### config.mk
export PLATFORM = sky130hd
export DESIGN_NAME = bus_adapter
export DESIGN_NICKNAME = d
export VERILOG_FILES = /design/src/rtl/cache_pkg.sv /design/src/rtl/bus_adapter.sv
export VERILOG_INCLUDE_DIRS = /design/src /design/src/rtl
export SDC_FILE = /design/constraint.sdc
export NUM_CORES = 1
export LEC_CHECK = 0
export BUFFER_PORTS_ARGS = -buffer_cell sky130_fd_sc_hd__buf_2
export CORE_AREA = 2 2 253 255
export DETAILED_ROUTE_END_ITERATION = 10
export DIE_AREA = 0 0 255 257
export PLACE_DENSITY = 0.3
export SLEW_MARGIN = 20
export SYNTH_ARGS = -nofsm -noshare
export SYNTH_HDL_FRONTEND = slang
export SYNTH_SLANG_ARGS = --single-unit
### constraint.sdc
create_clock -name vclk -period 1.1
set_input_delay 0.055 -clock vclk [all_inputs]
set_output_delay 0.055 -clock vclk [all_outputs]
set_load 0.005 [all_outputs]
### src/rtl/cache_defines.svh
`ifndef CACHE_DEFINES_SVH
`define CACHE_DEFINES_SVH

// CPU and memory address width
`define CACHE_ADDR_BITS 32

// Byte offset within a 32-byte line, and set index for 8 sets
`define CACHE_OFFSET_BITS 5
`define CACHE_INDEX_BITS 3

// One cache line as moved on the memory port
`define CACHE_LINE_BITS 256

`endif
### src/rtl/cache_pkg.sv
`include "cache_defines.svh"

package cache_pkg;

	// Tag takes whatever remains above index and offset
	typedef logic [`CACHE_ADDR_BITS-`CACHE_INDEX_BITS-`CACHE_OFFSET_BITS-1:0] tag_t;
	typedef logic [`CACHE_INDEX_BITS-1:0] index_t;

	typedef logic [`CACHE_LINE_BITS-1:0] line_t;
	typedef logic [31:0] word_t;
	typedef logic [`CACHE_LINE_BITS/8-1:0] line_be_t;

	// Memory address from the CPU tag for a fill or the evicted tag for a write-back
	typedef enum logic {ADDR_FILL, ADDR_VICTIM} addr_sel_t;

	typedef enum logic [2:0] {IDLE, CHECK, WRITEBACK, FILL, RELOAD} ctrl_state_t;

endpackage

### src/rtl/bus_adapter.sv
`include "cache_defines.svh"

module bus_adapter (
	input  cache_pkg::word_t            mem_wdata,
	input  logic [3:0]                  mem_byte_enable,
	input  logic [`CACHE_ADDR_BITS-1:0] mem_address,
	input  cache_pkg::line_t            mem_rdata256,
	output cache_pkg::line_t            mem_wdata256,
	output cache_pkg::line_be_t         mem_byte_enable256,
	output cache_pkg::word_t            mem_rdata
);

	import cache_pkg::*;

	// Word slot within the line
	logic [`CACHE_OFFSET_BITS-3:0] word_idx;

	assign word_idx = mem_address[`CACHE_OFFSET_BITS-1:2];

	// Word goes into every slot, the byte enables pick the one that is written
	assign mem_wdata256 = {(`CACHE_LINE_BITS/32){mem_wdata}};
	assign mem_byte_enable256 = line_be_t'(mem_byte_enable) << {word_idx, 2'b00};

	assign mem_rdata = mem_rdata256[{word_idx, 5'b00000} +: 32];

endmodule

==> impl_metrics.py <==
metrics = {
    "cells_and_area": {
        "fin_nets": 822,
        "diodes": 0,
        "finish.utilization_pct": 8.84,
        "seq_area_um2": 0,
        "final_area_mm2": 0.00554,
        "area_delta_synth_final_pct": 31.1,
        "instances_no_fill": 1342,
        "seq_cells": 0,
        "nClkBuffers": 0,
        "drive_gt1_share_pct": 91.9,
    },
    "synthesis": {
        "yosys_warnings": 0,
        "synth_cell_types": 12,
        "synthCells": 419,
        "seq_area_frac_synth_pct": 0,
        "syn_nets": 743,
        "syn-cell-area_mm2": 0.00423,
        "avgSynthCellArea_um2": 10.1,
    },
    "routing": {
        "drtIter0Drc": 75,
        "via_per_inst": 2.41,
        "drcViolationCount": 0,
        "wl_um": 17500,
        "ant_nets": 0,
        "wl_per_cell_um": 13.0,
        "firstDrtPassIters": 4,
        "vias": 3232,
    },
    "setup_path": {
        "crit_path_start_kind": "input port",
        "crit_fanout": 5,
        "critical_path_class": "in2out",
        "crit_path_max_incr_delay_ns": 0.49,
        "slowest_stage": "mux4_2",
        "endpoint_kind": "primary output",
        "cp.arrival_ns": 1.28,
        "required_ns": 1.04,
        "path_cells": "clkbuf_16 -> buf_8 -> mux4_2 -> mux2_4 -> buf_6",
    },
    "timing": {
        "holdWs_ns": 0.110,
        "rsz0062_at_grt": "yes",
        "fmax_mhz": 748,
        "final-setup-viol-count": 32,
        "worst_pin_slew_ns": 0.243,
        "max-slew-margin-rel_pct": 83.8,
        "final-hold-violation-count": 0,
        "period_needed_ns": 1.34,
        "fin_setup_tns_ns": -6.11,
        "final.period_utilization_pct": 122,
        "drv_slew": 0,
        "setup_ws_ns": -0.237,
    },
    "die": {
        "start_util_pct": 6.74,
        "die_height_um": 257,
        "num_rows": 92,
        "core_area_mm2": 0.0627,
        "ioPinCount": 644,
        "die_x_um": 255,
        "dieArea_mm2": 0.0655,
    },
    "global_route": {
        "grt_pass1_vias": 3931,
        "overflow": 0,
        "grt_max_degree": 23,
        "grt_pass1_wl_um": 24200,
        "antenna_found_initial": 0,
        "grt_util_all_layers_pct": 4.82,
    },
    "pwr": {
        "power.total_mw": 2.10,
        "peakVddDrop_mv": 0.139,
        "p_leak_nw": 2.41,
        "p_per_area_mw_per_mm2": 379,
    },
    "placement": {
        "gp_congestion": 0.833,
        "portBuffers": 327,
        "dp_cells": 1332,
        "placed_cell_area_mm2": 0.00509,
        "dp_hpwl_um": 14600,
        "dp_slack_ns": -0.451,
    },
    "clocking": {
        "ctsHoldBuffers": 0,
    },
    "status": {
        "violations": "negative setup slack",
        "status": "finished, violations left",
    },
    "flow_run": {
        "maxCapViolCount": 0,
    },
    "worst_hold_path": {
        "hold_path_class": "in2out",
    },
}
-- final timing paths --
kind                       start                end  slack (ns)  cells past startpoint
hold / removal     mem_wdata[20]  mem_wdata256[212]        0.11                      0
setup / recovery  mem_address[2]      mem_rdata[24]       -0.24                      5
-- layout by cell type, fill, tap and decap left out --
master / Yosys / routed
mux4_2: 20 / 62
nor2_2: 0 / 2
buf_8: 1 / 4
buf_12: 0 / 6
buf_16: 0 / 7
mux2_2: 32 / 2
nand2b_2: 0 / 1
buf_2: 3 / 295
nor2_1: 32 / 30
nand2b_4: 0 / 2
nand2_1: 5 / 5
nand2b_1: 6 / 3
or2_4: 0 / 1
mux4_1: 44 / 2
buf_4: 259 / 8
buf_6: 6 / 33
mux2_4: 0 / 30
clkbuf_16: 0 / 3
-- metal layers --
layer	global-route usage, %	wire length [um]	vias up
li1	-	-	1366
met1	4.08	5070	1520
met2	9.67	9600	270
met3	1.35	1720	76
met4	2.99	1070	0
met5	0	0	-
-- power breakdown --
part / internal [mW] / leakage, nW / switching (mW)
Sequential: 0 / 0 / 0
Combinational: 1.38 / 2.41 / 0.723
Clock: 0 / 0 / 0
Total: 1.38 / 2.41 / 0.723
-- synth_stat cells --
cell	number	area, um^2
buf_2	3	15.0
buf_8	1	15.0
nand2_1	5	18.8
or2_2	1	6.26
nand2b_1	6	37.5
nor2_1	32	120
mux4_1	44	1160
buf_6	6	67.6
mux4_2	20	450
mux2_2	32	360
buf_4	259	1940
clkbuf_1	10	37.5
-- worst max-delay path: cells and delay by family --
kind / cells / cell delay, ns
muxes: 2 / 0.80
buffers and inverters: 3 / 0.41
-- cell type report --
class | count | area, um^2
Fill cell | 7325 | 57200
Timing Repair Buffer | 356 | 2360
Tap cell | 846 | 1060
Multi-Input combinational cell | 140 | 2130
-- what timing repair did --
action | in CTS | in global routing
pin swaps | 0 | 0
buffers inserted | 2 | 0
gates resized for setup | 85 | 37
setup endpoints to repair | 40 | 40
gates cloned | 5 | 3
-- kinds of logic after synthesis --
| kind of cell | after synthesis | share of synthesized area (%) |
|---|---|---|
| buf+inv | 279 | 49.2 |
| mux | 96 | 46.5 |
| simple gates | 44 | 4.32 |
Power figures use the tool's default switching activity.
