[src/rtl/cache_defines.svh]
`ifndef CACHE_DEFINES_SVH
`define CACHE_DEFINES_SVH

// CPU and memory address width
`define CACHE_ADDR_BITS 32

// Byte offset within a 32-byte line, and set index for 8 sets
`define CACHE_OFFSET_BITS 5
`define CACHE_INDEX_BITS 3

// One cache line as moved on the memory port
`define CACHE_LINE_BITS 256

`endif
[src/rtl/cache_pkg.sv]
`include "cache_defines.svh"

package cache_pkg;

	// Tag takes whatever remains above index and offset
	typedef logic [`CACHE_ADDR_BITS-`CACHE_INDEX_BITS-`CACHE_OFFSET_BITS-1:0] tag_t;
	typedef logic [`CACHE_INDEX_BITS-1:0] index_t;

	typedef logic [`CACHE_LINE_BITS-1:0] line_t;
	typedef logic [31:0] word_t;
	typedef logic [`CACHE_LINE_BITS/8-1:0] line_be_t;

	// Memory address from the CPU tag for a fill or the evicted tag for a write-back
	typedef enum logic {ADDR_FILL, ADDR_VICTIM} addr_sel_t;

	typedef enum logic [2:0] {IDLE, CHECK, WRITEBACK, FILL, RELOAD} ctrl_state_t;

endpackage

[src/rtl/cache_control.sv]
module cache_control (
	input  logic                 clk,
	input  logic                 rst_n,
	input  logic                 mem_read,
	input  logic                 mem_write,
	input  logic                 pmem_resp,
	input  logic                 hit,
	input  logic                 dirty,
	output logic                 mem_resp,
	output logic                 pmem_read,
	output logic                 pmem_write,
	output cache_pkg::addr_sel_t pmem_addr_sel,
	output logic                 data_read,
	output logic                 data_write,
	output logic                 datain_mux,
	output logic                 tag_load,
	output logic                 tag_read,
	output logic                 valid_load,
	output logic                 valid_read,
	output logic                 dirty_in,
	output logic                 dirty_mux,
	output logic                 dirty_load,
	output logic                 dirty_read,
	output logic                 lru_load,
	output logic                 lru_read
);

	import cache_pkg::*;

	ctrl_state_t state;
	ctrl_state_t next_state;

	always_ff @(posedge clk or negedge rst_n) begin
		if (!rst_n) begin
			state <= IDLE;
		end else begin
			state <= next_state;
		end
	end

	always_comb begin
		next_state = state;
		unique case (state)
			IDLE:      if (mem_read || mem_write) next_state = CHECK;
			CHECK: begin
				if (hit) begin
					next_state = IDLE;
				end else if (dirty) begin
					next_state = WRITEBACK;
				end else begin
					next_state = FILL;
				end
			end
			WRITEBACK: if (pmem_resp) next_state = FILL;
			FILL:      if (pmem_resp) next_state = RELOAD;
			RELOAD:    next_state = CHECK;
			default:   next_state = IDLE;
		endcase
	end

	always_comb begin
		mem_resp = 1'b0;
		pmem_read = 1'b0;
		pmem_write = 1'b0;
		pmem_addr_sel = ADDR_FILL;
		data_read = 1'b0;
		data_write = 1'b0;
		datain_mux = 1'b0;
		tag_load = 1'b0;
		tag_read = 1'b0;
		valid_load = 1'b0;
		valid_read = 1'b0;
		dirty_in = 1'b0;
		dirty_mux = 1'b0;
		dirty_load = 1'b0;
		dirty_read = 1'b0;
		lru_load = 1'b0;
		lru_read = 1'b0;

		unique case (state)
			// Both states fetch the set so CHECK sees fresh array outputs
			IDLE, RELOAD: begin
				data_read = 1'b1;
				tag_read = 1'b1;
				valid_read = 1'b1;
				dirty_read = 1'b1;
				lru_read = 1'b1;
			end
			CHECK: begin
				if (hit) begin
					mem_resp = 1'b1;
					lru_load = 1'b1;
					if (mem_write) begin
						data_write = 1'b1;
						dirty_in = 1'b1;
						dirty_load = 1'b1;
					end
				end
			end
			WRITEBACK: begin
				pmem_write = 1'b1;
				pmem_addr_sel = ADDR_VICTIM;
			end
			FILL: begin
				pmem_read = 1'b1;
				// Line arrives, victim way gets a clean valid copy
				if (pmem_resp) begin
					data_write = 1'b1;
					datain_mux = 1'b1;
					tag_load = 1'b1;
					valid_load = 1'b1;
					dirty_mux = 1'b1;
					dirty_load = 1'b1;
				end
			end
			default: ;
		endcase
	end

endmodule

[config.mk]
export PLATFORM = sky130hd
export DESIGN_NAME = cache_control
export DESIGN_NICKNAME = d
export VERILOG_FILES = /design/src/rtl/cache_pkg.sv /design/src/rtl/cache_control.sv
export VERILOG_INCLUDE_DIRS = /design/src /design/src/rtl
export SDC_FILE = /design/constraint.sdc
export NUM_CORES = 1
export LEC_CHECK = 0
export ABC_AREA = 0
export BUFFER_PORTS_ARGS = -buffer_cell sky130_fd_sc_hd__buf_4
export CAP_MARGIN = 40
export CORE_AREA = 2 2 39 41
export CTS_BUF_LIST = sky130_fd_sc_hd__clkbuf_16
export DETAILED_ROUTE_END_ITERATION = 16
export DIE_AREA = 0 0 41 43
export PLACE_DENSITY_LB_ADDON = 0.25
export SKIP_CTS_REPAIR_TIMING = 1
export SYNTH_ARGS = -nofsm -noshare
export SYNTH_HDL_FRONTEND = slang
export SYNTH_SLANG_ARGS = --single-unit
[constraint.sdc]
create_clock -name clk -period 1.5 [get_ports clk]
set_input_delay 0.225 -clock clk [delete_from_list [all_inputs] [get_ports clk]]
set_output_delay 0.225 -clock clk [all_outputs]
set_load 0.1 [all_outputs]
==> impl_metrics.json, run 1 <==
{
  "run_status": "complete, but fails checks",
  "violations": "negative setup slack",
  "cts_root_buf": "clkbuf_16",
  "top_register": "state",
  "cp_data_required_time_ns": 1.27,
  "nFillCells": 123,
  "largest_register_ffs": 3,
  "gp_congestion": 0.733,
  "placementRows": 14,
  "drv_cap": 0,
  "synth_nets": 38,
  "die_area_um2": 1760,
  "slew_violations": 0,
  "overflow": 0,
  "h-tree-depth": 1,
  "worstSetupEndpointType": "output port",
  "firstDrtPassIters": 3,
  "synth_area_um2": 297,
  "antenna_found_initial": 0,
  "cp_max_fo": 5,
  "final_nets": 66,
  "cts.sinks": 3,
  "stdcell_count": 74,
  "critPathKind": "reg2out",
  "path_cells": "buf_6, nor2b_4, and3_4, or2_4, buf_12",
  "grt_pass1_wl_mm": 1.05,
  "grt_max_degree": 7,
  "die_w_um": 41,
  "diodes": 0,
  "synth-seq-area-share": 0.253,
  "worstPathArrival_ns": 1.45,
  "netlist-cell-type-count": 19,
  "area_growth_pct": 163,
  "ys_top_cells_by_area": "buf_4 25%, dfrtp_1 25%, nor4bb_4 8.4%, o31ai_1 5.1%, nor2b_4 4.6%",
  "synth_warnings": 0,
  "vias": 298,
  "tns_ns": -1.08,
  "tightest_slew_ns": 0.278,
  "core_area_um2": 1380,
  "synth_top_cell_area_share": 0.253,
  "die_h_um": 43,
  "ys_ff_latch": 3,
  "drt-vias-per-instance": 4.03,
  "min_period_ns": 1.67,
  "cts_made_buffers": 3,
  "post-place-cells": 66,
  "syn_inst": 31,
  "final_area_um2": 779,
  "io_pins": 24,
  "start_util": 0.214,
  "timing.hold.ws_ns": 0.228,
  "insertion_delay_ns": 0.22,
  "cts_tree": "built",
  "reg_top3": "state x3",
  "grt_pass1_vias": 255,
  "drc": 0,
  "ant_nets": 0,
  "post_synth.cell_area_avg_um2": 9.57,
  "setup.worst_path.start_class": "flip-flop",
  "fmax_mhz": 598,
  "placed_cell_area_um2": 477,
  "cp_slowest_cell": "dfrtp_2",
  "drt-total-wl_um": 778,
  "fin_crit_sh": 1.11,
  "skew_ns": 0.000484,
  "rsz0062_at_grt": "true",
  "drt_iter0_drc": 3,
  "path_clk_slew_ns": 0.03,
  "io_buffers": 23,
  "clock_path_buffers": 2,
  "track_usage": 0.0925,
  "drive_above_1_share": 0.776,
  "finalHoldViolations": 0,
  "slew_headroom": 0.816,
  "yosys.area.top_type": "buf_4",
  "worst_slack_ns": -0.171,
  "hold_class": "in2reg",
  "crit_path_max_incr_delay_ns": 0.42,
  "route.detailed.wl_per_inst_um": 10.5,
  "setup_viol": 12,
  "dpl.hpwl_um": 555
}
-- synth_stat cells --
cell type  count
buf_4         10
dfrtp_1        3
o31ai_1        2
a21oi_1        1
a22oi_1        1
a311oi_1       1
and2_1         1
and2_4         1
and3_1         1
and3_4         1
buf_2          1
inv_1          1
nor2_1         1
nor2b_1        1
nor2b_4        1
nor4bb_4       1
o21ai_0        1
or2_1          1
xor2_1         1
-- cell type report --
class / count / area (um2) / area share
Timing Repair Buffer: 34 / 443 / 0.568
Clock inverter: 1 / 3.75 / 0.00482
Multi-Input combinational cell: 16 / 158 / 0.202
Inverter: 1 / 3.75 / 0.00482
Sequential cell: 3 / 76.3 / 0.0979
Tap cell: 16 / 20.0 / 0.0257
Clock buffer: 3 / 75.1 / 0.0963
-- cells by family after synthesis --
kind of cell / count (synthesis) / share of synthesized area
XOR/XNOR: 1 / 0.0295
AND/OR/NAND/NOR: 9 / 0.295
buffers and inverters: 12 / 0.283
AO/OA/AOI/OAI: 6 / 0.139
flip-flops: 3 / 0.253
-- through the flow --
step | setup WS [ns] | util
global placement | 0.0128 | 0.344
global route | -0.224 | 0.563
finish | -0.171 | 0.563
CTS | -0.238 | 0.401
floorplan | -1.50 | -
detailed placement | 0.00228 | 0.344
-- per-layer routing --
| layer | GRT usage | share of wire | up-vias |
|---|---|---|---|
| met5 | 0 | 0 | - |
| met4 | 0.0800 | 0.027 | 0 |
| met3 | 0.0314 | 0.095 | 2 |
| met2 | 0.122 | 0.47 | 18 |
| met1 | 0.113 | 0.41 | 129 |
| li1 | - | - | 149 |
-- cells in the final DEF (no fill, tap or decap) --
master         instances
buf_4                 14
buf_12                13
buf_6                  6
clkbuf_16              3
nor2b_4                2
and2_4                 2
o31ai_1                2
inv_1                  2
dfrtp_1                2
nor2_4                 1
and3_4                 1
nor4bb_4               1
or2_4                  1
o21ai_0                1
xor2_1                 1
a22oi_1                1
a21oi_1                1
a311oi_1               1
and3_1                 1
dlygate4sd3_1          1
dfrtp_2                1
-- critical path, delay by kind of cell (launching register included) --
family | cells | cell delay [ns]
buffers and inverters | 2 | 0.30
and+or+nand+nor | 3 | 0.50
DFF | 1 | 0.42
-- final timing paths --
| path | endpoint | start | cells past startpoint | slack, ns |
|---|---|---|---|---|
| worst max-delay path | data_write | state[2] | 5 | -0.17 |
| worst max register to register | state[0] | state[1] | 5 | 0.35 |
| max in group asynchronous | state[2] | rst_n | 2 | 1.07 |
| worst min register to register | state[1] | state[2] | 3 | 0.68 |
| worst min-delay path | state[1] | pmem_resp | 2 | 0.23 |
| min in group asynchronous | state[2] | rst_n | 2 | 0.33 |
Power of run 1 is left out: the tool's default activity adds up to more than one toggle a clock period on the data nets, which glitch-free logic cannot reach.
==> run 2: changes to the inputs <==
--- a/config.mk
+++ b/config.mk
@@ -13,7 +13,6 @@
 export CTS_BUF_LIST = sky130_fd_sc_hd__clkbuf_16
 export DETAILED_ROUTE_END_ITERATION = 16
 export DIE_AREA = 0 0 41 43
-export PLACE_DENSITY_LB_ADDON = 0.25
 export SKIP_CTS_REPAIR_TIMING = 1
 export SYNTH_ARGS = -nofsm -noshare
 export SYNTH_HDL_FRONTEND = slang
==> constraint.sdc (replaced) <==
create_clock -name clk -period 2.2 [get_ports clk]
set_input_delay 0.22 -clock clk [delete_from_list [all_inputs] [get_ports clk]]
set_output_delay 0.22 -clock clk [all_outputs]
set_load 0.1 [all_outputs]
==> impl_metrics.json, run 2 (synthesis results as in run 1) <==
{
  "fin_crit_sh": 0.853,
  "placementRows": 14,
  "worstPathArrival_ns": 1.66,
  "min_period_ns": 1.88,
  "path_clk_slew_ns": 0.03,
  "die_area_um2": 1760,
  "drv_cap": 0,
  "cts_tree": "built",
  "firstDrtPassIters": 2,
  "setup_viol": 0,
  "fmax_mhz": 533,
  "io_buffers": 23,
  "reg_top3": "state x3",
  "slew_violations": 0,
  "skew_ns": 0.00128,
  "pre_cts_slack_ns": 0.539,
  "h-tree-depth": 1,
  "hold_class": "in2reg",
  "grt_pass1_wl_um": 945,
  "cp_data_required_time_ns": 1.98,
  "largest_register_ffs": 3,
  "drt-vias-per-instance": 4.13,
  "start_util": 0.214,
  "slew_headroom": 0.767,
  "cts_made_buffers": 3,
  "track_usage": 0.0864,
  "io_pins": 24,
  "run_status": "finished, final reports clean",
  "tightest_slew_ns": 0.349,
  "route.detailed.wl_per_inst_um": 9.63,
  "drive_above_1_share": 0.708,
  "grt_max_degree": 12,
  "tns_ns": 0,
  "core_area_um2": 1380,
  "vias": 264,
  "clock_path_buffers": 2,
  "ant_nets": 0,
  "area_growth_pct": 70.9,
  "die_h_um": 43,
  "cp_max_fo": 11,
  "diodes": 0,
  "overflow": 0,
  "insertion_delay_ns": 0.23,
  "final_nets": 56,
  "worst_slack_ns": 0.322,
  "cts_root_buf": "clkbuf_16",
  "rsz0062_at_grt": "false",
  "final_common_cell": "buf_4",
  "gp_congestion": 0.699,
  "path_cells": "nor4bb_4, and2_4, or2_4, buf_4",
  "final_cell_mix": "23 x buf_4, 3 x clkbuf_16, 2 x o31ai_1, 2 x inv_1, 2 x dfrtp_1",
  "grt_pass1_vias": 226,
  "die_w_um": 41,
  "critPathKind": "reg2out",
  "worstSetupEndpointType": "output port",
  "crit_path_max_incr_delay_ns": 0.54,
  "antenna_found_initial": 0,
  "crit_family": "simple AND/OR/NAND/NOR gates",
  "drc": 0,
  "setup.worst_path.start_class": "flip-flop",
  "crit_buf_inv": 1,
  "top_register": "state",
  "drt_iter0_drc": 4,
  "cts.sinks": 3,
  "cp_slowest_cell": "dfrtp_1",
  "drt-total-wl_um": 616,
  "finalHoldViolations": 0
}
[run 2: worst paths after layout]
path	from	to	slack (ns)	cells past startpoint
max	state[0]	data_write	0.32	4
min	pmem_resp	state[1]	0.23	2
max reg2reg	state[0]	state[0]	1.12	3
min reg2reg	state[2]	state[1]	0.55	1
max in group asynchronous	rst_n	state[2]	1.78	2
min in group asynchronous	rst_n	state[2]	0.32	2
[run 2: worst reg2reg max path, cell delays in order (launching register included)]
cell and delay [ns]:
dfrtp_1 0.49, xor2_1 0.21, a22oi_1 0.16, o31ai_1 0.10
[run 2: cell type report]
class | instances | area (um2)
Clock inverter | 1 | 3.75
Timing Repair Buffer | 24 | 183
Inverter | 1 | 3.75
Multi-Input combinational cell | 16 | 145
Fill cell | 149 | 877
Sequential cell | 3 | 76.3
Tap cell | 16 | 20.0
Clock buffer | 3 | 75.1
[run 2: routing by layer]
layer  share of wire  track usage
met1            0.39        0.103
met2            0.48        0.103
met3           0.089       0.0314
met4           0.041        0.100
met5               0            0
[run 2: metrics by stage]
| step | area (um2) | std cells | util | hold WS (ns) |
|---|---|---|---|---|
| 4_1_cts | 497 | 63 | 0.359 | -0.226 |
| 2_1_floorplan | 318 | 31 | - | -0.0756 |
| 3_5_place_dp | 418 | 59 | 0.302 | 0.0102 |
| 5_1_grt | 507 | 64 | 0.366 | 0.246 |
| 6_report | 507 | 64 | 0.366 | 0.231 |
| 3_3_place_gp | 418 | 59 | 0.302 | 0.0109 |
Power of run 2 is left out for the same reason.
